--- config.mk ---
export PLATFORM = sky130hd
export DESIGN_NAME = mm_bus_ctrl
export DESIGN_NICKNAME = d
export VERILOG_FILES = /design/src/common/mm_ram_pkg.sv /design/src/verilog/mm_bus_ctrl.sv
export SDC_FILE = /design/constraint.sdc
export NUM_CORES = 1
export LEC_CHECK = 0
export BUFFER_PORTS_ARGS = -buffer_cell sky130_fd_sc_hd__buf_4
export CORE_AREA = 2 2 148 150
export CTS_BUF_LIST = sky130_fd_sc_hd__clkbuf_4 sky130_fd_sc_hd__clkbuf_8 sky130_fd_sc_hd__clkbuf_16
export CTS_CLUSTER_SIZE = 10
export DETAILED_ROUTE_END_ITERATION = 12
export DIE_AREA = 0 0 150 152
export SLEW_MARGIN = 15
export SYNTH_ARGS = -nofsm -noshare
export SYNTH_HDL_FRONTEND = slang
export SYNTH_SLANG_ARGS = --single-unit
export TNS_END_PERCENT = 50
--- constraint.sdc ---
create_clock -name clk_i -period 3.5 [get_ports clk_i]
set_input_delay 0.525 -clock clk_i [delete_from_list [all_inputs] [get_ports clk_i]]
set_output_delay 0.525 -clock clk_i [all_outputs]
set_load 0.02 [all_outputs]
--- src/common/mm_ram_pkg.sv ---
package mm_ram_pkg;

  // bus widths
  typedef logic [31:0] word_t;
  typedef logic [3:0] be_t;
  typedef logic [4:0] irq_id_t;

  // mask bit and acknowledge id of the timer interrupt
  localparam int timer_irq_id = 7;

  // pseudo peripheral address map
  localparam word_t addr_print = 32'h1000_0000;
  localparam word_t addr_status = 32'h2000_0000;
  localparam word_t addr_exit = 32'h2000_0004;
  localparam word_t addr_timer_mask = 32'h1500_0000;
  localparam word_t addr_timer_cnt = 32'h1500_0004;
  localparam word_t addr_timer_read = 32'h1500_1000;

  // values written to the status address
  localparam word_t status_pass_code = 32'd123456789;
  localparam word_t status_fail_code = 32'd1;

  // data port request into the RAM, addr is the full byte address
  typedef struct packed {
    logic  req;
    logic  we;
    be_t   be;
    word_t wdata;
    word_t addr;
  } ram_req_t;

  // register writes into the timer
  typedef struct packed {
    logic  mask_we;
    logic  cnt_we;
    word_t wdata;
  } timer_cmd_t;

  // source of the data response in flight
  typedef enum logic [1:0] {
    rd_none,
    rd_ram,
    rd_timer,
    rd_err
  } read_src_t;

endpackage
--- src/verilog/mm_bus_ctrl.sv ---
`timescale 1ns/100ps

module mm_bus_ctrl #(
  parameter int unsigned ram_addr_width = 16
) (
  input  logic                      clk_i,
  input  logic                      rst_ni,

  input  logic                      instr_req_i,
  input  logic [ram_addr_width-1:0] instr_addr_i,
  output logic                      instr_rvalid_o,
  output logic                      instr_gnt_o,

  input  logic                      data_req_i,
  input  logic                      data_we_i,
  input  mm_ram_pkg::word_t         data_addr_i,
  input  mm_ram_pkg::word_t         data_wdata_i,
  input  mm_ram_pkg::be_t           data_be_i,
  output mm_ram_pkg::word_t         data_rdata_o,
  output logic                      data_rvalid_o,
  output logic                      data_gnt_o,
  output logic                      data_err_o,

  output mm_ram_pkg::ram_req_t      ram_req_o,
  output logic                      ram_instr_en_o,
  output logic [ram_addr_width-1:0] ram_instr_addr_o,
  input  mm_ram_pkg::word_t         ram_rdata_i,

  output mm_ram_pkg::timer_cmd_t    timer_cmd_o,
  input  mm_ram_pkg::word_t         timer_cnt_i,

  output logic                      print_valid_o,
  output mm_ram_pkg::word_t         print_data_o,
  output logic                      tests_passed_o,
  output logic                      tests_failed_o,
  output logic                      exit_valid_o,
  output mm_ram_pkg::word_t         exit_value_o
);
  import mm_ram_pkg::*;

  logic      in_ram;
  logic      wr;
  logic      rd;
  logic      wr_mapped;
  read_src_t read_src_d;
  read_src_t read_src_q;
  logic      data_rvalid_q;
  logic      instr_rvalid_q;
  word_t     cnt_rdata_q;

  // no stalls, every request is granted at once
  assign instr_gnt_o = instr_req_i;
  assign data_gnt_o = data_req_i;
  assign ram_instr_en_o = instr_req_i;
  assign ram_instr_addr_o = instr_addr_i;

  assign in_ram = (data_addr_i >> ram_addr_width) == '0;
  assign wr = data_req_i & data_we_i;
  assign rd = data_req_i & ~data_we_i;

  assign wr_mapped = data_addr_i == addr_print || data_addr_i == addr_status ||
                     data_addr_i == addr_exit || data_addr_i == addr_timer_mask ||
                     data_addr_i == addr_timer_cnt;

  always_comb begin
    ram_req_o.req = data_req_i & in_ram;
    ram_req_o.we = data_we_i;
    ram_req_o.be = data_be_i;
    ram_req_o.wdata = data_wdata_i;
    ram_req_o.addr = data_addr_i;

    timer_cmd_o.mask_we = wr && data_addr_i == addr_timer_mask;
    timer_cmd_o.cnt_we = wr && data_addr_i == addr_timer_cnt;
    timer_cmd_o.wdata = data_wdata_i;

    // strobes follow the write being presented
    print_valid_o = wr && data_addr_i == addr_print;
    print_data_o = print_valid_o ? data_wdata_i : '0;
    tests_passed_o = wr && data_addr_i == addr_status && data_wdata_i == status_pass_code;
    tests_failed_o = wr && data_addr_i == addr_status && data_wdata_i == status_fail_code;
    exit_valid_o = wr && data_addr_i == addr_exit;
    exit_value_o = exit_valid_o ? data_wdata_i : '0;

    read_src_d = rd_none;
    if (rd) begin
      if (in_ram) begin
        read_src_d = rd_ram;
      end else if (data_addr_i == addr_timer_read) begin
        read_src_d = rd_timer;
      end else begin
        read_src_d = rd_err;
      end
    end else if (wr && !in_ram && !wr_mapped) begin
      read_src_d = rd_err;
    end
  end

  always_ff @(posedge clk_i or negedge rst_ni) begin
    if (!rst_ni) begin
      read_src_q <= rd_none;
      data_rvalid_q <= 1'b0;
      instr_rvalid_q <= 1'b0;
    end else begin
      read_src_q <= read_src_d;
      data_rvalid_q <= data_req_i;
      instr_rvalid_q <= instr_req_i;
    end
  end

  // count as seen in the request cycle, like the RAM word
  always_ff @(posedge clk_i) begin
    if (read_src_d == rd_timer) begin
      cnt_rdata_q <= timer_cnt_i;
    end
  end

  always_comb begin
    unique case (read_src_q)
      rd_ram:   data_rdata_o = ram_rdata_i;
      rd_timer: data_rdata_o = cnt_rdata_q;
      default:  data_rdata_o = '0;
    endcase
  end

  assign data_rvalid_o = data_rvalid_q;
  assign instr_rvalid_o = instr_rvalid_q;
  assign data_err_o = read_src_q == rd_err;

  status_exclusive: assert property (@(posedge clk_i) disable iff (!rst_ni)
    !(tests_passed_o && tests_failed_o));

  // one response per request, one cycle later
  rvalid_after_req: assert property (@(posedge clk_i) disable iff (!rst_ni)
    data_rvalid_o |-> $past(data_req_i));

endmodule

# --- Word level (Yosys, flattened, before mapping) ---
# Index checks and enable logic that the tools add are counted.
totals:
  ff_bits: 36
  latchBits: 0
  ramBits: 0
  rom_bits: 0
  wordCells: 43
  memories: 0
op_classes:
  add_sub_neg: 0
  n_mul: 0
  div_mod_pow: 0
  n_lt_le_gt_ge: 0
  n_eq_ne: 12
  shift: 0
  muxes: 7
  bitwise: 4
  n_reduce_logical: 16
ops:
  columns: ["cell", "count"]
  rows:
  - ["32-bit by 29-bit == test with 1-bit output (second input constant)", 4]
  - ["32-bit by 30-bit == test with 1-bit output (second input constant)", 2]
  - ["32-bit two-way mux", 2]
  - ["32-bit case mux with 2 select lines", 1]
  - ["32-bit by 1-bit == test with 1-bit output (second input constant)", 1]
  - ["32-bit by 27-bit == test with 1-bit output (second input constant)", 1]
  - ["32-bit zero test", 1]
  - ["1-bit logical AND", 9]
  - ["2-bit == test (second input constant)", 3]
  - ["2-bit two-way mux", 3]
  - ["1-bit logical OR", 4]
  - ["1-bit bitwise AND", 3]
  - ["2-bit by 1-bit == test with 1-bit output (second input constant)", 1]
  - ["1-bit zero test", 2]
  - ["1-bit two-way mux", 1]
  - ["1-bit inverter", 1]

# --- Longest topological paths before layout ---
# Gate-level depths: netlist of the first run.
depth:
  ltp_word: 10
  ltp_mapped: 5
  depth_no_buf: 4

# --- Least setup slack after synthesis of the first run ---
# OpenSTA, ideal clock, no wires.
synth_path:
  path_type: "input port to flip-flop"
  start: "input data_addr_i[17]"
  end: "register cnt_rdata_q[0] (enable)"
  setup_time_ps: 501
  t_arrival_ps: 4327
  required_time_ps: 2999
  slack_ps: -1328
  stages: 3
  path_buffers: 0
  cell_sequence: "nor4_1 -> nand4_1 -> nor4_1"
synth_between:
  elab_chain_len: 10
synth_lines:
  columns: ["element", "line_no", "source"]
  rows:
  - ["start, declared", "mm_bus_ctrl.sv:16", "input mm_ram_pkg::word_t data_addr_i,"]
  - ["32-bit by 29-bit == test with 1-bit output or 32-bit by 30-bit == test with 1-bit output (tied branches)", "mm_bus_ctrl.sv:61", "assign wr_mapped = data_addr_i == addr_print || data_addr_i == addr_status ||"]
  - ["1-bit logical OR (2 in series)", "mm_bus_ctrl.sv:61", null]
  - ["1-bit logical OR (2 in series)", "mm_bus_ctrl.sv:62", "data_addr_i == addr_exit || data_addr_i == addr_timer_mask ||"]
  - ["1-bit zero test", "mm_bus_ctrl.sv:93", "end else if (wr && !in_ram && !wr_mapped) begin"]
  - ["1-bit logical AND", "mm_bus_ctrl.sv:93", null]
  - ["2-bit two-way mux", "mm_bus_ctrl.sv:93", null]
  - ["2-bit two-way mux *", "mm_bus_ctrl.sv:85", "if (rd) begin"]
  - ["2-bit == test *", "mm_bus_ctrl.sv:112", "if (read_src_d == rd_timer) begin"]
  - ["end signal, assigned", "mm_bus_ctrl.sv:113", "cnt_rdata_q <= timer_cnt_i;"]
  - ["end, declared", "mm_bus_ctrl.sv:49", "word_t cnt_rdata_q;"]
# Every way passes the cells marked *; elsewhere a longest branch is shown, timed or not.
# A chain may end at the register's enable or synchronous reset.

# --- Final worst setup path of the first run ---
layout_path:
  start: "input data_addr_i[10]"
  end: "output exit_value_o[7]"
layout_between:
  elab_chain_len: 3
layout_lines:
  columns: ["element", "line_no", "source"]
  rows:
  - ["32-bit by 30-bit == test with 1-bit output", "mm_bus_ctrl.sv:81", "exit_valid_o = wr && data_addr_i == addr_exit;"]
  - ["1-bit logical AND", "mm_bus_ctrl.sv:81", null]
  - ["32-bit two-way mux", "mm_bus_ctrl.sv:82", "exit_value_o = exit_valid_o ? data_wdata_i : '0;"]
  - ["end, declared", "mm_bus_ctrl.sv:37", "output mm_ram_pkg::word_t exit_value_o"]
# No other way between the ends.

==> out/results.tsv, run 1 <==
stage	metric	value	unit
min_path	hold_class	in2async	
finish	drive_above_1_share	61.9	%
power_and_ir_drop	vdd_drop_max	170	uV
clock_tree	htreeDepth	2	
place	dp_hpwl	11.7	mm
place	placed_cells	854	
detailed_routing	antenna_left	0	
detailed_routing	drc	0	
detailed_routing	vias	3302	
clock_tree	clockRootBuffer	clkbuf_16	
detailed_routing	avgRoutedWirePerCell	16.1	um
setup_path	cp_max_fo	33	
synth	syn_nets	517	
synth	yosysWarningCount	0	
floorplan	num_rows	54	
synth	syn_avg_cell_area	8.85	um2
timing	drv_slew	0	
place	gp_congestion	0.696	
timing	min_period	2.95	ns
power_and_ir_drop	p_leak	2.58	nW
floorplan	initial_core_util	15.0	%
setup_path	crit_arrival	2.43	ns
detailed_routing	first_pass_iters	4	
setup_path	endpoint_kind	primary output	
finish	fin_nets	737	
grt	grt_pass1_wl	19.4	mm
synth	seq_area_frac_synth	33.2	%
timing	worst_pin_slew	0.788	ns
synth	synth.top_cells.by_area	edfxtp_1, buf_4, and2_1	
setup_path	max_stage_delay	0.41	ns
setup_path	required	2.97	ns
clock_tree	cts.hold.buffers_added	0	
timing	maxSlewHeadroom	47.5	%
setup_path	critPathLaunchType	primary input	
clock_tree	post_cts_buffers	0	
synth	ys_ff_latch	36	
grt	grt_start_max_net_pins	34	
place	numPortBuffers	338	
setup_path	critPathKind	in2out	
clock_tree	cts_buffers	5	
timing	whs	0.0435	ns
floorplan	fp.dieW	150	um
setup_path	path_cells	buf_4 > nor4_1 > nand4_1 > nor4b_4 > buf_4 > and2_1 > buf_4	
timing	fin_crit_sh	84.4	%
floorplan	dieArea	22800	um2
floorplan	die_h	152	um
timing	finalSetupViolations	0	
clock_tree	cts_tree	built	
synth	synth.top_cell.area_share	30.1	%
grt	antenna_found_initial	0	
finish	fin_cells	862	
grt	grt_pass1_vias	3303	
synth	synthCells	361	
synth	ys_types	28	
setup_path	crit_top_cell	buf_4	
timing	tns	0	ns
clock_tree	clk_pin_slew	0.06	ns
grt	grt-ovfl-total	0	
power_and_ir_drop	powerDensity	270	nW/um2
timing	hold_violations	0	
detailed_routing	drt-total-wl	13.9	mm
timing	rsz0062_at_grt	false	
timing	fmax	339	MHz
job	cap_violations	0	
finish	num_antenna_cells	0	
synth	synth_area	3200	um2
clock_tree	cts_buffer_depth	2	
clock_tree	clock-sinks	36	
finish	areaGrowthSynthToFinish	68.9	%
status	outcome	completed	
floorplan	ios	379	
floorplan	coreArea	21400	um2
grt	grtUsageTotal	11.3	%
setup_path	crit_slowest_cell	nor4_1	
clock_tree	post_cts_resized	0	
synth	yosysTopAreaCell	edfxtp_1	
detailed_routing	drtIter0Drc	103	
detailed_routing	drt-vias-per-instance	3.83	
## cells in the mapped netlist, drive strengths merged
cell / instances
nand2b: 1
nor3b: 1
or4: 3
edfxtp: 32
dfrtp: 4
and2: 64
nor4: 14
ha: 3
a22oi: 32
nand2: 1
nor3: 6
inv: 5
a2111oi: 1
a21oi: 1
nor2b: 1
and4b: 1
clkbuf: 15
nand3: 4
buf: 120
or4b: 2
nand4: 9
o311ai: 1
nor2: 36
nor4b: 2
o31ai: 2
## kinds of logic after synthesis
group                    synth area share [%]
adder cells (fa/ha/maj)                  1.17
AO/OA/AOI/OAI                            8.69
AND/OR/NAND/NOR                          26.4
flip-flops                               33.2
buffers and inverters                    30.5
## per-stage QoR
| stage | setup WS, ns | cell area [um2] | utilization, % | total power, W |
|---|---|---|---|---|
| 6_report | 0.546 | 5400 | 25.3 | 0.00145 |
| 3_3_place_gp | 0.438 | 5230 | 24.5 | 0.000978 |
| 4_1_cts | 0.399 | 5400 | 25.3 | 0.00149 |
| 5_1_grt | 0.218 | 5400 | 25.3 | 0.00152 |
| 2_1_floorplan | 0.612 | 3210 | - | 0.000780 |
| 3_5_place_dp | 0.405 | 5230 | 24.5 | 0.000981 |
## per-layer routing
layer / track usage (%) / vias to the layer above / part of all wire [%]
met5: 0 / - / 0
met4: 1.89 / 0 / 0.69
met3: 2.79 / 6 / 9.2
met2: 21.4 / 212 / 53
met1: 12.7 / 1515 / 38
li1: - / 1569 / -
## layout by cell type, fill, tap and decap left out, types with 4 or more instances in the layout
cell type  netlist  final
dfrtp_1          4      4
nor3_1           6      6
and2_1          64     64
nand3_1          4      4
inv_1            5      5
a22oi_1         32     32
nand4_1          9      9
buf_4          120    348
clkbuf_16        0      5
nor2_1          36     36
edfxtp_1        32     32
nor4_1          13     12
## state kept, by name, summed over array words and instances (netlist names)
| register | cells |
|---|---|
| data_rvalid_o | 1 |
| instr_rvalid_o | 1 |
| read_src_q | 2 |
| cnt_rdata_q | 32 |
## cell type report
| cell class | instances | area, um2 |
|---|---|---|
| inverters | 5 | 18.8 |
| well taps | 280 | 350 |
| flip-flops and latches | 36 | 1060 |
| multi-input cells | 185 | 1190 |
| clock inverters | 3 | 37.5 |
| repair buffers | 348 | 2610 |
| clock buffers | 5 | 125 |
| fillers | 2360 | 16000 |
## how the worst max path moves through the flow
stage                    start          endpoint  slack [ns]  cells past startpoint
2_1_floorplan  data_addr_i[24]    tests_failed_o        0.61                      4
3_3_place_gp   data_addr_i[10]  print_data_o[31]        0.44                      8
5_1_grt        data_addr_i[10]   print_data_o[8]        0.22                      8
6_report       data_addr_i[10]   exit_value_o[7]        0.55                      7
4_1_cts        data_addr_i[10]   print_data_o[8]        0.40                      8
3_5_place_dp   data_addr_i[10]   print_data_o[8]        0.40                      8
## where the power goes
group | switching [W] | leakage [nW] | internal (W) | total (W)
logic | 0.000265 | 2.17 | 0.000228 | 0.000493
clock network | 0.000159 | 0.0789 | 0.000331 | 0.000490
registers | 0.00000162 | 0.334 | 0.000471 | 0.000472
## critical path, delay by kind of cell
| family | cells | cell delay, ns |
|---|---|---|
| AND/OR/NAND/NOR | 4 | 1.32 |
| buffers and inverters | 3 | 0.57 |
(Power assumes the default switching activity.)
==> run 2: changes to the inputs <==
--- a/config.mk
+++ b/config.mk
@@ -6,11 +6,11 @@
 export NUM_CORES = 1
 export LEC_CHECK = 0
 export BUFFER_PORTS_ARGS = -buffer_cell sky130_fd_sc_hd__buf_4
-export CORE_AREA = 2 2 148 150
+export CORE_AREA = 2 2 146 148
 export CTS_BUF_LIST = sky130_fd_sc_hd__clkbuf_4 sky130_fd_sc_hd__clkbuf_8 sky130_fd_sc_hd__clkbuf_16
 export CTS_CLUSTER_SIZE = 10
 export DETAILED_ROUTE_END_ITERATION = 12
-export DIE_AREA = 0 0 150 152
+export DIE_AREA = 0 0 148 150
 export SLEW_MARGIN = 15
 export SYNTH_ARGS = -nofsm -noshare
 export SYNTH_HDL_FRONTEND = slang
==> constraint.sdc (replaced) <==
create_clock -name clk_i -period 2.94 [get_ports clk_i]
set_input_delay 0.441 -clock clk_i [delete_from_list [all_inputs] [get_ports clk_i]]
set_output_delay 0.441 -clock clk_i [all_outputs]
set_load 0.02 [all_outputs]
==> out/results.tsv, run 2 (synthesis gave the netlist of run 1 again) <==
stage	metric	value	unit	change
setup_path	critPathLaunchType	primary input		unchanged
grt	grt-ovfl-total	0		unchanged
status	outcome	completed		unchanged
floorplan	dieArea	22200	um2	was 22800 um2
grt	grt_pass1_vias	3273		was 3303
floorplan	fp.dieW	148	um	was 150 um
clock_tree	clock-sinks	36		unchanged
detailed_routing	antenna_left	0		unchanged
setup_path	endpoint_kind	primary output		unchanged
finish	areaGrowthSynthToFinish	71.9	%	was 68.9%
detailed_routing	avgRoutedWirePerCell	16.3	um	was 16.1 um
clock_tree	htreeDepth	2		unchanged
min_path	hold_class	in2reg		was in2async
timing	maxSlewHeadroom	66.6	%	was 47.5%
setup_path	required	2.50	ns	was 2.97 ns
place	dp_hpwl	12.0	mm	was 11.7 mm
grt	antenna_found_initial	0		unchanged
clock_tree	clockRootBuffer	clkbuf_16		unchanged
power_and_ir_drop	p_leak	2.63	nW	was 2.58 nW
timing	drv_slew	0		unchanged
timing	fin_crit_sh	96.6	%	
detailed_routing	drt-total-wl	14.1	mm	was 13.9 mm
grt	grt_pass1_wl	19.6	mm	was 19.4 mm
timing	whs	0.298	ns	was 0.0435 ns
timing	min_period	2.84	ns	
power_and_ir_drop	powerDensity	303	nW/um2	was 270 nW/um2
timing	rsz0062_at_grt	false		unchanged
timing	fmax	352	MHz	
job	cap_violations	0		unchanged
clock_tree	post_cts_buffers	0		unchanged
setup_path	cp_max_fo	3		was 33
detailed_routing	drt-vias-per-instance	3.86		was 3.83
timing	worst_pin_slew	0.489	ns	was 0.788 ns
place	gp_congestion	0.725		was 0.696
finish	drive_above_1_share	62.7	%	was 61.9%
detailed_routing	vias	3354		was 3302
clock_tree	cts_tree	built		unchanged
setup_path	crit_arrival	2.40	ns	was 2.43 ns
power_and_ir_drop	vdd_drop_max	213	uV	was 170 uV
grt	grtUsageTotal	11.7	%	was 11.3%
detailed_routing	drtIter0Drc	100		was 103
detailed_routing	drc	0		unchanged
finish	regMostFlops	cnt_rdata_q		unchanged
floorplan	num_rows	53		was 54
floorplan	coreArea	20700	um2	was 21400 um2
setup_path	critPathKind	in2out		unchanged
clock_tree	cts_buffers	5		unchanged
clock_tree	cts_buffer_depth	2		unchanged
finish	largest_reg_flops	32		unchanged
clock_tree	clk_pin_slew	0.05	ns	was 0.06 ns
finish	layout_common_cells	buf_4, and2_1, nor2_1		unchanged
timing	tns	0	ns	unchanged
finish	final_common_cell	buf_4		unchanged
floorplan	initial_core_util	15.4	%	was 15.0%
timing	hold_violations	0		unchanged
floorplan	die_h	150	um	was 152 um
grt	grt_start_max_net_pins	34		unchanged
timing	finalSetupViolations	0		unchanged
finish	reg.largest.list	cnt_rdata_q: 32 flops, read_src_q: 2 flops		unchanged
floorplan	ios	379		unchanged
finish	fin_nets	747		was 737
detailed_routing	first_pass_iters	4		unchanged
place	numPortBuffers	338		unchanged
[run 2: path summary, 6_finish.rpt]
| kind | startpoint | to | slack [ns] | cells after the start |
|---|---|---|---|---|
| worst max-delay path | data_addr_i[24] | tests_passed_o | 0.10 | 6 |
| worst min-delay path | instr_req_i | instr_rvalid_o$_DFF_PN0_ | 0.30 | 1 |
| max in group asynchronous | rst_ni | read_src_q[0]$_DFF_PN0_ | 2.33 | 2 |
| min in group asynchronous | rst_ni | instr_rvalid_o$_DFF_PN0_ | 0.50 | 2 |
[run 2: metrics by stage]
stage / std cells / total power [W] / util, % / setup WS (ns) / area, um2
after floorplan: 361 / 0.000929 / - / 0.200 / 3210
after global placement: 858 / 0.00117 / 25.8 / 0.0153 / 5330
after detailed placement: 858 / 0.00117 / 25.8 / 0.0260 / 5330
after CTS: 867 / 0.00169 / 26.5 / 0.0256 / 5490
after global routing: 867 / 0.00175 / 26.5 / 0.00954 / 5490
final: 868 / 0.00166 / 26.5 / 0.101 / 5490
[run 2: layer usage]
layer	track usage, %	share of wire (%)
met1	13.1	38
met3	2.71	8.4
met5	0	0
met2	22.4	53
met4	2.76	1.2
[run 2: where the power goes]
part | switching [W] | internal (W) | total [W]
Clock | 0.000180 | 0.000330 | 0.000510
Sequential | 0.00000192 | 0.000561 | 0.000563
Combinational | 0.000316 | 0.000277 | 0.000592
Total | 0.000498 | 0.00117 | 0.00166
[run 2: worst max-delay path, cell delays in order]
cell	delay (ns)
buf_4	0.11
or4b_4	0.57
or4_4	0.45
or4_1	0.45
nor3_1	0.21
buf_4	0.17
[run 2: final cells by class]
type                    instances  area [um2]
fillers                      2252       15200
flip-flops and latches         36        1060
well taps                     275         344
multi-input cells             185        1190
clock inverters                 1        3.75
repair buffers                358        2730
clock buffers                   7         140
diodes                          1        2.50
inverters                       5        18.8
[run 2: timing repair]
item / 4_1_cts / 5_1_grt
hold buffers: 1 / 0
hold endpoints to repair: 4 / 0
setup endpoints to repair: 0 / 2
gates resized for setup: 0 / 1
