==> src/common/mm_ram_pkg.sv <==
package mm_ram_pkg;

  // bus widths
  typedef logic [31:0] word_t;
  typedef logic [3:0] be_t;
  typedef logic [4:0] irq_id_t;

  // mask bit and acknowledge id of the timer interrupt
  localparam int timer_irq_id = 7;

  // pseudo peripheral address map
  localparam word_t addr_print = 32'h1000_0000;
  localparam word_t addr_status = 32'h2000_0000;
  localparam word_t addr_exit = 32'h2000_0004;
  localparam word_t addr_timer_mask = 32'h1500_0000;
  localparam word_t addr_timer_cnt = 32'h1500_0004;
  localparam word_t addr_timer_read = 32'h1500_1000;

  // values written to the status address
  localparam word_t status_pass_code = 32'd123456789;
  localparam word_t status_fail_code = 32'd1;

  // data port request into the RAM, addr is the full byte address
  typedef struct packed {
    logic  req;
    logic  we;
    be_t   be;
    word_t wdata;
    word_t addr;
  } ram_req_t;

  // register writes into the timer
  typedef struct packed {
    logic  mask_we;
    logic  cnt_we;
    word_t wdata;
  } timer_cmd_t;

  // source of the data response in flight
  typedef enum logic [1:0] {
    rd_none,
    rd_ram,
    rd_timer,
    rd_err
  } read_src_t;

endpackage
==> src/verilog/mm_timer.sv <==
`timescale 1ns/100ps

module mm_timer (
  input  logic                   clk_i,
  input  logic                   rst_ni,
  input  mm_ram_pkg::timer_cmd_t cmd_i,
  input  mm_ram_pkg::irq_id_t    irq_id_i,
  input  logic                   irq_ack_i,
  output mm_ram_pkg::word_t      cnt_o,
  output logic                   irq_o
);
  import mm_ram_pkg::*;

  word_t mask_q;
  word_t cnt_q;
  logic  irq_q;
  logic  cmd_write;
  logic  expire;

  assign cmd_write = cmd_i.mask_we | cmd_i.cnt_we;
  // count reaches zero on this edge
  assign expire = !cmd_write && cnt_q == 32'd1;

  always_ff @(posedge clk_i or negedge rst_ni) begin
    if (!rst_ni) begin
      mask_q <= '0;
      cnt_q <= '0;
      irq_q <= 1'b0;
    end else begin
      if (cmd_i.mask_we) begin
        mask_q <= cmd_i.wdata;
      end

      if (cmd_i.cnt_we) begin
        cnt_q <= cmd_i.wdata;
      end else if (!cmd_write && cnt_q != '0) begin
        cnt_q <= cnt_q - 32'd1;
      end

      // acknowledge wins over a new expiry
      if (irq_ack_i && irq_id_i == irq_id_t'(timer_irq_id)) begin
        irq_q <= 1'b0;
      end else if (expire && mask_q[timer_irq_id]) begin
        irq_q <= 1'b1;
      end
    end
  end

  assign cnt_o = cnt_q;
  assign irq_o = irq_q;

  irq_needs_mask: assert property (@(posedge clk_i) disable iff (!rst_ni)
    $rose(irq_o) |-> $past(mask_q[timer_irq_id]));

endmodule

==> config.mk <==
export PLATFORM = sky130hd
export DESIGN_NAME = mm_timer
export DESIGN_NICKNAME = d
export VERILOG_FILES = /design/src/common/mm_ram_pkg.sv /design/src/verilog/mm_timer.sv
export SDC_FILE = /design/constraint.sdc
export NUM_CORES = 1
export LEC_CHECK = 0
export ABC_AREA = 1
export BUFFER_PORTS_ARGS = -buffer_cell sky130_fd_sc_hd__buf_2
export CAP_MARGIN = 5
export CORE_MARGIN = 1
export CORE_UTILIZATION = 57
export CTS_BUF_LIST = sky130_fd_sc_hd__clkbuf_8 sky130_fd_sc_hd__clkbuf_16
export DETAILED_ROUTE_END_ITERATION = 10
export PLACE_DENSITY = 0.86
export SLEW_MARGIN = 0
export SYNTH_ARGS = -nofsm -noshare
export SYNTH_HDL_FRONTEND = slang
export SYNTH_SLANG_ARGS = --single-unit
==> constraint.sdc <==
create_clock -name clk_i -period 4.5 [get_ports clk_i]
set_clock_uncertainty 0.2 [all_clocks]
set_input_delay 0.225 -clock clk_i [delete_from_list [all_inputs] [get_ports clk_i]]
set_output_delay 0.225 -clock clk_i [all_outputs]
set_load 0.01 [all_outputs]
# After elaboration in Yosys (flattened, before gate mapping)

Index checks and enable logic that the tools add are counted.

Register bits: 41
Output and inout bits: 33
Logic and storage cells: 19

Add/sub/neg operators: 1
Equal/unequal tests: 2
Muxes and demuxes: 4
Bitwise gates (word level): 1
Reductions and logical operators: 8

Operators with widths:

| operator                                                               | number |
|---|---|
| 32-bit two-way mux                                                     | 2 |
| 32-bit by 1-bit equality test with 1-bit output, second input constant | 1 |
| 32-bit nonzero test                                                    | 1 |
| 32-bit by 1-bit subtractor with 32-bit output, second input constant   | 1 |
| 5-bit by 3-bit equality test with 1-bit output, second input constant  | 1 |
| 1-bit logical AND                                                      | 4 |
| 2-bit nonzero test                                                     | 2 |
| 1-bit two-way mux                                                      | 2 |
| 1-bit logical NOT                                                      | 1 |
| 1-bit OR                                                               | 1 |

# Depth between registers and ports, before layout

Gate-level depths: netlist of run 1.

Word-level depth: 6
Gate-level depth with buffers: 10
Gate-level depth less buffers: 10

# Worst setup path before layout of run 1

Ideal clock, no wire load.

Path type: register to register
From: reg cnt_q[0] (netlist: cnt_o[0])
To: reg cnt_q[1] (netlist: cnt_o[1])
Setup time: 0.119 ns
Arrival: 1.745 ns
Path slack: 2.436 ns
Stages on the path, launching flop included: 11
Path buffers: 1
Clock period less this slack: 2.064 ns
Cell sequence: dfrtp_1 inv_1 ha_1 nand2_4 nor2_8 nand2_4 o21ai_4 nand2_4 buf_6 nand2_2 o21ai_2

Cells in the longest elaborated chain, start to end: 3

Ends and longest elaborated chain:

| element                                                                                     | line                           | text |
|---|---|---|
| start, declared                                                                             | mm_timer.sv:15                 | `word_t cnt_q;` |
| start signal, assigned                                                                      | mm_timer.sv:35                 | `cnt_q <= cmd_i.wdata;` |
| start signal, assigned                                                                      | mm_timer.sv:37                 | `cnt_q <= cnt_q - 32'd1;` |
| 32-bit by 1-bit subtractor with 32-bit output / 32-bit nonzero test (equally long branches) | mm_timer.sv:37, mm_timer.sv:36 |  |
| 32-bit two-way mux / 1-bit logical AND (equally long branches)                              | mm_timer.sv:36                 | `end else if (!cmd_write && cnt_q != '0) begin` |
| 32-bit two-way mux / 2-bit nonzero test (equally long branches)                             | n/a                            |  |

Several ways; a longest one is shown, not always the timed one. The select of a mux whose other input is x is not followed.
A chain may end at the register's enable or synchronous reset.

# Worst setup path after layout of run 1

From: reg cnt_q[0] (netlist: cnt_o[0])
To: reg cnt_q[0] (netlist: cnt_o[0])

Same word-level chain as after synthesis.

==> results of run 1 <==
final cells by class:
type / count / area share, %
clock buffers: 8 / 3.30
repair buffers: 94 / 17.1
inverters: 32 / 3.60
multi-input cells: 340 / 48.5
flip-flops and latches: 34 / 25.5
well taps: 52 / 1.95
worst min path at each step:
stage               slack [ns]  cells after the start        end
floorplan                -0.27                      0   cnt_o[0]
global placement          0.14                      1  cnt_o[12]
detailed placement        0.14                      1   cnt_o[3]
CTS                       0.04                      5  cnt_o[13]
global route              0.05                      5  cnt_o[16]
finish                    0.04                      5  cnt_o[12]
logic make-up after synthesis:
group,synth area share [%]
buffers and inverters,6.94
xor gates and xnor gates,1.65
DFF,32.1
AOI/OAI and AO/OA,8.26
and+or+nand+nor,50.1
adders and majority gates,0.944
metrics by stage:
step | hold WS [ns] | worst slack (ns) | cells | utilization (%)
6_report | 0.0395 | 1.91 | 560 | 75.5
5_1_grt | 0.0529 | 1.71 | 560 | 75.5
4_1_cts | 0.0384 | 1.93 | 560 | 75.5
3_5_place_dp | 0.145 | 1.93 | 532 | 68.5
3_3_place_gp | 0.138 | 2.04 | 532 | 68.5
2_1_floorplan | -0.271 | 2.44 | 417 | -
routing by layer:
| layer | vias to the layer above | global-route usage (%) | routed length, microns |
|---|---|---|---|
| met5 | - | 0 | 0 |
| met4 | 0 | 8.89 | 125 |
| met3 | 18 | 5.05 | 537 |
| met2 | 140 | 57.8 | 3740 |
| met1 | 1366 | 44.9 | 3420 |
| li1 | 1513 | - | - |
critical path, cell delays in order (launching register included):
cell	delay, ns
dfrtp_1	0.42
inv_1	0.14
ha_1	0.33
nand2_4	0.12
nor2_8	0.18
nand2_4	0.09
o21ai_4	0.44
nand2_4	0.32
nand2_1	0.16
o21ai_2	0.06
layout by cell type, fill, tap and decap left out:
cell / instances
nand2_1: 148
buf_2: 74
nor2_1: 67
nand3_1: 62
dfrtp_1: 34
inv_1: 31
dlygate4sd3_1: 20
o21ai_2: 10
o21ai_0: 8
clkbuf_8: 8
nand2_2: 7
nand4_1: 7
o21bai_1: 5
nor2_4: 4
xor2_1: 4
nand2_4: 3
a21boi_0: 3
a21oi_1: 3
ha_1: 2
nor2_2: 1
nor2_8: 1
o21ai_4: 1
inv_2: 1
xnor2_1: 1
nand3b_1: 1
nor4_1: 1
nor3_1: 1
sequential cells by signal (all words and copies together) (netlist names):
name,flops
cnt_o,32
mask_q,1
irq_o,1
power breakdown:
group          internal (mW)  leakage, nW  switching [mW]
sequential             0.345        0.415          0.0647
clock                  0.155       0.0575           0.115
combinational          0.129         1.26           0.208
total                  0.629         1.73           0.388
==> impl_metrics.py, run 1 <==
metrics = {
    "status": {
        "status": "finished clean",
    },
    "pwr": {
        "power.leakage_nw": 1.73,
        "power_mw": 1.02,
        "ir_worst_vdd_v": 0.000201,
        "power_density_nw_per_um2": 305,
    },
    "cells_and_area": {
        "fillers": 382,
        "drive_gt1_share_pct": 21.7,
        "nNetsFinal": 551,
        "multi_input_area_sq_um": 1620,
        "fin_area_sq_um": 3330,
        "seq_area_sq_um": 851,
        "syn2layout_area_growth_pct": 25.7,
        "antennaDiodeCount": 0,
    },
    "timing": {
        "finalSetupTns_ns": 0,
        "setup_viol": 0,
        "fin_crit_ns": 2.59,
        "max_slew.worst_pin.slew_ns": 0.917,
        "period_share_pct": 57.7,
        "rsz0062_at_grt": "no",
        "finalHoldViolCount": 0,
        "maxSlewHeadroom_pct": 38.6,
        "slew_viol_final": 0,
        "max_freq_mhz": 385,
    },
    "detailed_routing": {
        "vias_per_cell": 5.42,
        "avgRoutedWirePerCell_microns": 14.0,
        "antenna_left": 0,
        "drt_pre_antenna_iters": 6,
        "first_iter_violations": 246,
        "dr_total_vias": 3037,
        "wirelength_microns": 7820,
        "post-route-drc-count": 0,
    },
    "yosys": {
        "seq_area_frac_synth_pct": 32.1,
        "synthTopCellsByArea": "dfrtp_1 (32%), nand2_1 (21%), nand3_1 (12%)",
        "ys.flop_type": "dfrtp_1",
        "syn-cell-area_sq_um": 2650,
        "yosysWarnings": 0,
        "postSynthAreaPerCell_sq_um": 6.36,
        "synth.largest_area_cell": "dfrtp_1",
        "async_reset_ff_share_pct": 100,
        "yosysMostFrequentCell": "nand2_1",
        "synth_cell_type_count": 28,
        "yosys-top-cells-count": "nand2_1 (148), nor2_1 (67), nand3_1 (62)",
        "synth_edf_count": 0,
        "synthesis.nets": 461,
        "syn_inst": 417,
        "synth_top_cell_area_share_pct": 32.1,
        "ys_ff_latch": 34,
    },
    "clocking": {
        "clock_latency_ns": 0.29,
        "clkTransAtPathRegs_ns": 0.07,
        "cts_tree": "yes",
        "clock_sinks": 34,
        "ctsHoldBuffers": 20,
        "numCtsBuffers": 5,
        "h-tree-depth": 2,
        "post_cts_buffers": 0,
        "cts_max_path_buffers": 2,
        "cts_resized": 0,
        "cts-root-buf": "clkbuf_8",
    },
    "floorplan": {
        "die_w_microns": 70.2,
        "coreArea_sq_um": 4410,
        "initial_utilization_pct": 60.1,
        "fp.dieH_microns": 70.2,
        "die_area_sq_um": 4930,
        "rows": 24,
        "ios": 75,
    },
    "critical_path": {
        "worstPathRequired_ns": 4.47,
        "crit_fanout": 24,
        "regToRegSetupSlack_ns": 1.91,
        "end_kind": "flop",
        "start_kind": "flop",
        "regToRegStartpoint": "cnt_o[0]",
        "critical_path_arrival_ns": 2.57,
        "crit_type": "reg2reg",
        "crit_end": "cnt_o[0]",
        "rr_endpoint": "cnt_o[0]",
        "worstSetupStartpoint": "cnt_o[0]",
        "reg2reg_depth": 9,
    },
    "global_route": {
        "grt_overflow": 0,
        "antenna_found_initial": 0,
        "grt_pass1_vias": 2886,
        "grt_pass1_wl_microns": 13200,
        "gr-usage-all-layers_pct": 33.9,
        "grt_start_max_net_pins": 39,
    },
    "placement": {
        "numPortBuffers": 74,
        "hpwlAfterDp_microns": 5550,
        "gp_congestion": 0.971,
        "placed_area_sq_um": 3020,
    },
    "worst_hold_path": {
        "min-delay-start": "cmd_i[12]",
        "hp-class": "in2reg",
    },
    "job": {
        "cap_violations": 0,
    },
}
Power figures use the tool's default switching activity.
==> run 2, diff against run 1 <==
--- a/config.mk
+++ b/config.mk
@@ -9,10 +9,10 @@
 export BUFFER_PORTS_ARGS = -buffer_cell sky130_fd_sc_hd__buf_2
 export CAP_MARGIN = 5
 export CORE_MARGIN = 1
-export CORE_UTILIZATION = 57
+export CORE_UTILIZATION = 53
 export CTS_BUF_LIST = sky130_fd_sc_hd__clkbuf_8 sky130_fd_sc_hd__clkbuf_16
 export DETAILED_ROUTE_END_ITERATION = 10
-export PLACE_DENSITY = 0.86
+export PLACE_DENSITY = 0.81
 export SLEW_MARGIN = 0
 export SYNTH_ARGS = -nofsm -noshare
 export SYNTH_HDL_FRONTEND = slang
==> constraint.sdc (replaced) <==
create_clock -name clk_i -period 2.4 [get_ports clk_i]
set_clock_uncertainty 0.2 [all_clocks]
set_input_delay 0.12 -clock clk_i [delete_from_list [all_inputs] [get_ports clk_i]]
set_output_delay 0.12 -clock clk_i [all_outputs]
set_load 0.01 [all_outputs]
==> run 2 against run 1 <==
Net effect:
- clock power grew 110%
- critical endpoint unchanged
- sequential cell count is the same
- cell count grew 6.3%
==> impl_metrics.py, run 2 (synthesis results as in run 1) <==
metrics = {
    "critical_path": {
        "worstSetupStartpoint": "cnt_o[0]",
        "end_kind": "flop",
        "start_kind": "flop",
        "critical_path_arrival_ns": 2.23,
        "crit_type": "reg2reg",
        "crit_fanout": 24,
        "regToRegStartpoint": "cnt_o[0]",
        "worstPathRequired_ns": 2.38,
    },
    "detailed_routing": {
        "vias_per_cell": 5.23,
        "wirelength_microns": 7740,
        "antenna_left": 0,
        "drt_pre_antenna_iters": 5,
        "avgRoutedWirePerCell_microns": 13.0,
        "dr_total_vias": 3111,
        "post-route-drc-count": 0,
        "first_iter_violations": 237,
    },
    "global_route": {
        "grt_start_max_net_pins": 35,
        "grt_overflow": 0,
        "gr-usage-all-layers_pct": 31.3,
        "grt_pass1_wl_microns": 12800,
        "grt_pass1_vias": 2891,
        "antenna_found_initial": 0,
    },
    "clocking": {
        "clkTransAtPathRegs_ns": 0.08,
        "h-tree-depth": 2,
        "post_cts_buffers": 0,
        "clock_latency_ns": 0.30,
        "cts-root-buf": "clkbuf_8",
        "cts_max_path_buffers": 2,
        "numCtsBuffers": 5,
        "clock_sinks": 34,
        "ctsHoldBuffers": 36,
        "cts_resized": 0,
        "cts_tree": "yes",
    },
    "timing": {
        "max_slew.worst_pin.slew_ns": 0.793,
        "fin_crit_ns": 2.24,
        "rsz0062_at_grt": "no",
        "setup_viol": 0,
        "finalSetupTns_ns": 0,
        "maxSlewHeadroom_pct": 47.1,
        "max_freq_mhz": 446,
        "finalHoldViolCount": 0,
        "slew_viol_final": 0,
        "period_share_pct": 93.5,
    },
    "pwr": {
        "internal_power_mw": 1.22,
        "power_mw": 1.97,
        "clkPwrFrac_pct": 28.3,
        "switching_share_pct": 38.1,
        "ir_worst_vdd_v": 0.000341,
        "switching_power_uw": 752,
        "power_density_nw_per_um2": 556,
        "power.leakage_nw": 1.81,
        "seqPwrFrac_pct": 38.8,
        "p_comb_share_pct": 32.9,
    },
    "floorplan": {
        "fp.dieH_microns": 72.7,
        "coreArea_sq_um": 4750,
        "ios": 75,
        "die_area_sq_um": 5290,
        "die_w_microns": 72.7,
        "rows": 25,
        "initial_utilization_pct": 55.8,
    },
    "cells_and_area": {
        "antennaDiodeCount": 0,
        "final_common_cell": "nand2_1",
        "syn2layout_area_growth_pct": 33.7,
        "drive_gt1_share_pct": 21.6,
        "fin_area_sq_um": 3550,
        "most-common-layout-cells": "nand2_1 (148), buf_2 (74), nor2_1 (67)",
        "nNetsFinal": 571,
        "largest_register_ffs": 32,
    },
    "placement": {
        "placed_area_sq_um": 3070,
        "numPortBuffers": 74,
        "gp_congestion": 0.944,
        "hpwlAfterDp_microns": 5330,
    },
    "worst_hold_path": {
        "min-delay-start": "cmd_i[4]",
        "hp-class": "in2reg",
    },
    "status": {
        "status": "finished clean",
    },
    "job": {
        "cap_violations": 0,
    },
}
## run 2: routing by layer
layer  global-route usage, %  vias up  routed length (microns)
met2                    54.1      116                     3740
li1                        -     1556                        -
met3                    4.83        9                      514
met4                    8.50        0                       93
met5                       0        -                        0
met1                    40.6     1430                     3390
## run 2: layout make-up
cell class                      instances  area (sq um)
Clock buffer                            5          68.8
Multi-Input combinational cell        340          1620
Timing Repair Buffer                  114           761
Clock inverter                          3          45.0
Sequential cell                        34           851
Tap cell                               67          83.8
Fill cell                             392          1210
Inverter                               32           120
## run 2: path summary, 6_finish.rpt
path	to	slack, ns	depth (start not counted)
max reg2reg	cnt_o[0]	0.16	9
max in group asynchronous	cnt_o[22]	1.26	2
min	cnt_o[4]	0.02	5
min reg2reg	irq_o	0.30	2
max	cnt_o[0]	0.16	9
min in group asynchronous	cnt_o[12]	0.24	2
## run 2: worst max-delay path, stage by stage (launching register included)
cell and delay, ns:
dfrtp_1 0.42, inv_1 0.15, ha_1 0.32, nand2_4 0.12
nor2_8 0.18, nand2_4 0.09, o21ai_4 0.18, nand2_4 0.23
nand2_1 0.16, o21ai_2 0.06
## run 2: metrics by stage
stage | utilization (%) | hold slack [ns] | worst slack, ns | cells
6_report | 74.6 | 0.0190 | 0.156 | 595
5_1_grt | 74.6 | 0.0430 | 0.0484 | 595
4_1_cts | 74.6 | 0.0186 | 0.170 | 595
3_5_place_dp | 64.6 | 0.0428 | 0.193 | 551
3_3_place_gp | 64.6 | 0.0377 | 0.283 | 551
2_1_floorplan | - | -0.376 | 0.336 | 417
## run 2: power by group through the flow
| stage | Sequential (mW) | Clock (mW) | Combinational (mW) |
|---|---|---|---|
| CTS | 0.762 | 0.555 | 0.643 |
| global route | 0.778 | 0.575 | 0.726 |
| detailed placement | 0.772 | 0 | 0.596 |
| floorplan | 0.781 | 0 | 0.373 |
| finish | 0.766 | 0.557 | 0.649 |
| global placement | 0.772 | 0 | 0.584 |
==> run 3, diff against run 2 <==
--- a/config.mk
+++ b/config.mk
@@ -6,13 +6,14 @@
 export NUM_CORES = 1
 export LEC_CHECK = 0
 export ABC_AREA = 1
+export ABC_CLOCK_PERIOD_IN_PS = 1900
 export BUFFER_PORTS_ARGS = -buffer_cell sky130_fd_sc_hd__buf_2
 export CAP_MARGIN = 5
 export CORE_MARGIN = 1
-export CORE_UTILIZATION = 53
+export CORE_UTILIZATION = 48
 export CTS_BUF_LIST = sky130_fd_sc_hd__clkbuf_8 sky130_fd_sc_hd__clkbuf_16
 export DETAILED_ROUTE_END_ITERATION = 10
-export PLACE_DENSITY = 0.81
+export PLACE_DENSITY = 0.77
 export SLEW_MARGIN = 0
 export SYNTH_ARGS = -nofsm -noshare
 export SYNTH_HDL_FRONTEND = slang
==> constraint.sdc (replaced) <==
create_clock -name clk_i -period 1.9 [get_ports clk_i]
set_clock_uncertainty 0.2 [all_clocks]
set_input_delay 0.095 -clock clk_i [delete_from_list [all_inputs] [get_ports clk_i]]
set_output_delay 0.095 -clock clk_i [all_outputs]
set_load 0.01 [all_outputs]
==> run 3 against run 2 <==
Net effect:
- the run now ends with setup timing left
- hold slack gained 0.048 ns
- worst setup slack lost 0.26 ns
- critical path depth is the same
- core utilization grew 8.5 points
- wire length grew 50%
- combinational power grew 99%
- via count grew 25%
- first-iteration DRC count grew 120%
- cell count grew 11%
- largest power group is now combinational logic
==> impl_metrics.py, run 3 (synthesis results as in run 1) <==
metrics = {
    "detailed_routing": {
        "dr_total_vias": 3879,
        "post-route-drc-count": 0,
        "first_iter_violations": 521,
        "avgRoutedWirePerCell_microns": 17.6,
        "vias_per_cell": 5.88,
        "antenna_left": 0,
        "drt_pre_antenna_iters": 7,
        "wirelength_microns": 11600,
    },
    "floorplan": {
        "die_area_sq_um": 5820,
        "fp.dieH_microns": 76.3,
        "coreArea_sq_um": 5200,
        "initial_utilization_pct": 50.9,
        "die_w_microns": 76.3,
        "ios": 75,
        "rows": 26,
    },
    "clocking": {
        "clock_latency_ns": 0.31,
        "numCtsBuffers": 5,
        "clock_sinks": 34,
        "h-tree-depth": 2,
        "cts_tree": "yes",
        "cts-root-buf": "clkbuf_8",
        "cts_max_path_buffers": 2,
        "clkTransAtPathRegs_ns": 0.08,
    },
    "worst_hold_path": {
        "min_path_cells": 6,
        "hold-path-endpoint": "cnt_o[5]",
        "min-delay-start": "cmd_i[32]",
        "hp-class": "in2reg",
    },
    "timing": {
        "period_share_pct": 105,
        "setup_viol": 32,
        "max_slew.worst_pin.slew_ns": 0.836,
        "hold_slack_ns": 0.0668,
        "finalHoldViolCount": 0,
        "final.setup.worst_slack_ns": -0.101,
        "rsz0062_at_grt": "yes",
        "finalSetupTns_ns": -2.10,
        "slew_viol_final": 0,
        "max_freq_mhz": 500,
        "maxSlewHeadroom_pct": 44.2,
        "fin_crit_ns": 2.00,
    },
    "cells_and_area": {
        "multi_input_area_sq_um": 1890,
        "fillers": 330,
        "largest_register_ffs": 32,
        "seq_area_sq_um": 863,
        "final_common_cell": "nand2_1",
        "drive_gt1_share_pct": 39.7,
        "most-common-layout-cells": "nand2_1 (141), buf_2 (74), buf_4 (56)",
        "syn2layout_area_growth_pct": 63.1,
        "post-route-util_pct": 83.1,
        "antennaDiodeCount": 0,
        "nNetsFinal": 633,
    },
    "critical_path": {
        "reg2reg_depth": 9,
        "crit_type": "reg2reg",
        "critPathBufInv": 1,
        "slowest_delay_ns": 0.45,
        "crit_top_cell": "nand2_2",
        "crit_path_cell_trace": "nor2_2 > nand2_2 > nor2_4 > nand2_4 > o21ai_4 > buf_12 > nand2_8 > nand2_2 > o21ai_2",
        "crit_fanout": 12,
        "slowest_stage": "dfrtp_2",
        "worstPathRequired_ns": 1.90,
        "critical_path_arrival_ns": 2.01,
        "rr_endpoint": "cnt_o[11]",
        "regToRegStartpoint": "cnt_o[13]",
        "end_kind": "flop",
        "critPathTopFamily": "simple AND/OR/NAND/NOR gates",
        "regToRegSetupSlack_ns": -0.10,
        "start_kind": "flop",
    },
    "pwr": {
        "ir_worst_vdd_v": 0.000497,
        "power_density_nw_per_um2": 662,
        "power_mw": 2.86,
        "power.leakage_nw": 2.19,
    },
    "global_route": {
        "grt_pass1_vias": 3150,
        "gr-usage-all-layers_pct": 32.2,
        "antenna_found_initial": 0,
        "grt_pass1_wl_microns": 14900,
        "grt_start_max_net_pins": 35,
        "grt_overflow": 0,
    },
    "placement": {
        "hpwlAfterDp_microns": 6270,
        "gp_congestion": 0.911,
        "numPortBuffers": 74,
    },
    "status": {
        "violations": "setup timing",
        "status": "finished, violations left",
    },
    "job": {
        "cap_violations": 0,
    },
}
[run 3: metrics by stage]
step	instance area, sq um	instances	setup slack, ns
4_1_cts	3910	639	0.00187
5_1_grt	4320	660	-0.204
2_1_floorplan	2670	417	0.0159
6_report	4320	660	-0.101
3_5_place_dp	3340	587	-0.0598
3_3_place_gp	3340	587	-0.0104
[run 3: worst max path at each step]
stage / startpoint / cells after the start / slack [ns] / end
final: cnt_o[13] / 9 / -0.10 / cnt_o[11]
after global routing: cnt_o[13] / 9 / -0.20 / cnt_o[24]
after CTS: cnt_o[5] / 10 / 0.002 / cnt_o[7]
after detailed placement: cnt_o[19] / 8 / -0.06 / cnt_o[12]
after global placement: cnt_o[19] / 8 / -0.01 / cnt_o[0]
after floorplan: cnt_o[16] / 9 / 0.02 / cnt_o[1]
[run 3: power breakdown]
part | leakage, nW | internal (mW) | total (mW) | switching [mW]
clock | 0.0472 | 0.292 | 0.617 | 0.325
sequential | 0.403 | 0.823 | 0.957 | 0.134
combinational | 1.74 | 0.549 | 1.29 | 0.739
[run 3: tightest hold or removal path, stage by stage]
cell and delay [ns]:
buf_2 0.12, inv_2 0.10, nand2_1 0.09, nand2_1 0.04, nand2_1 0.05, nand2_1 0.04
[run 3: timing repair]
action                                  in CTS  in global routing
endpoints found under the hold margin       68                  0
endpoints found under the setup margin      21                 32
pin swaps                                    4                 19
resized for setup                           13                 69
gates cloned                                 0                  3
hold buffers                                37                  0
setup buffers                                7                 18
[run 3: layer usage]
| layer | track usage [%] | share of wire [%] | wire length, microns | up-vias |
|---|---|---|---|---|
| met4 | 11.5 | 6.0 | 702 | 0 |
| met2 | 54.4 | 47 | 5420 | 347 |
| met1 | 42.8 | 35 | 4120 | 1751 |
| met5 | 0 | 0 | 0 | - |
| li1 | - | - | - | 1680 |
| met3 | 2.99 | 12 | 1390 | 101 |
[run 3: layout make-up]
type,count,area share (%)
well taps,70,2.03
inverters,32,2.78
flip-flops and latches,34,20.0
multi-input cells,341,43.6
repair buffers,175,29.4
clock inverters,2,0.289
clock buffers,6,1.91
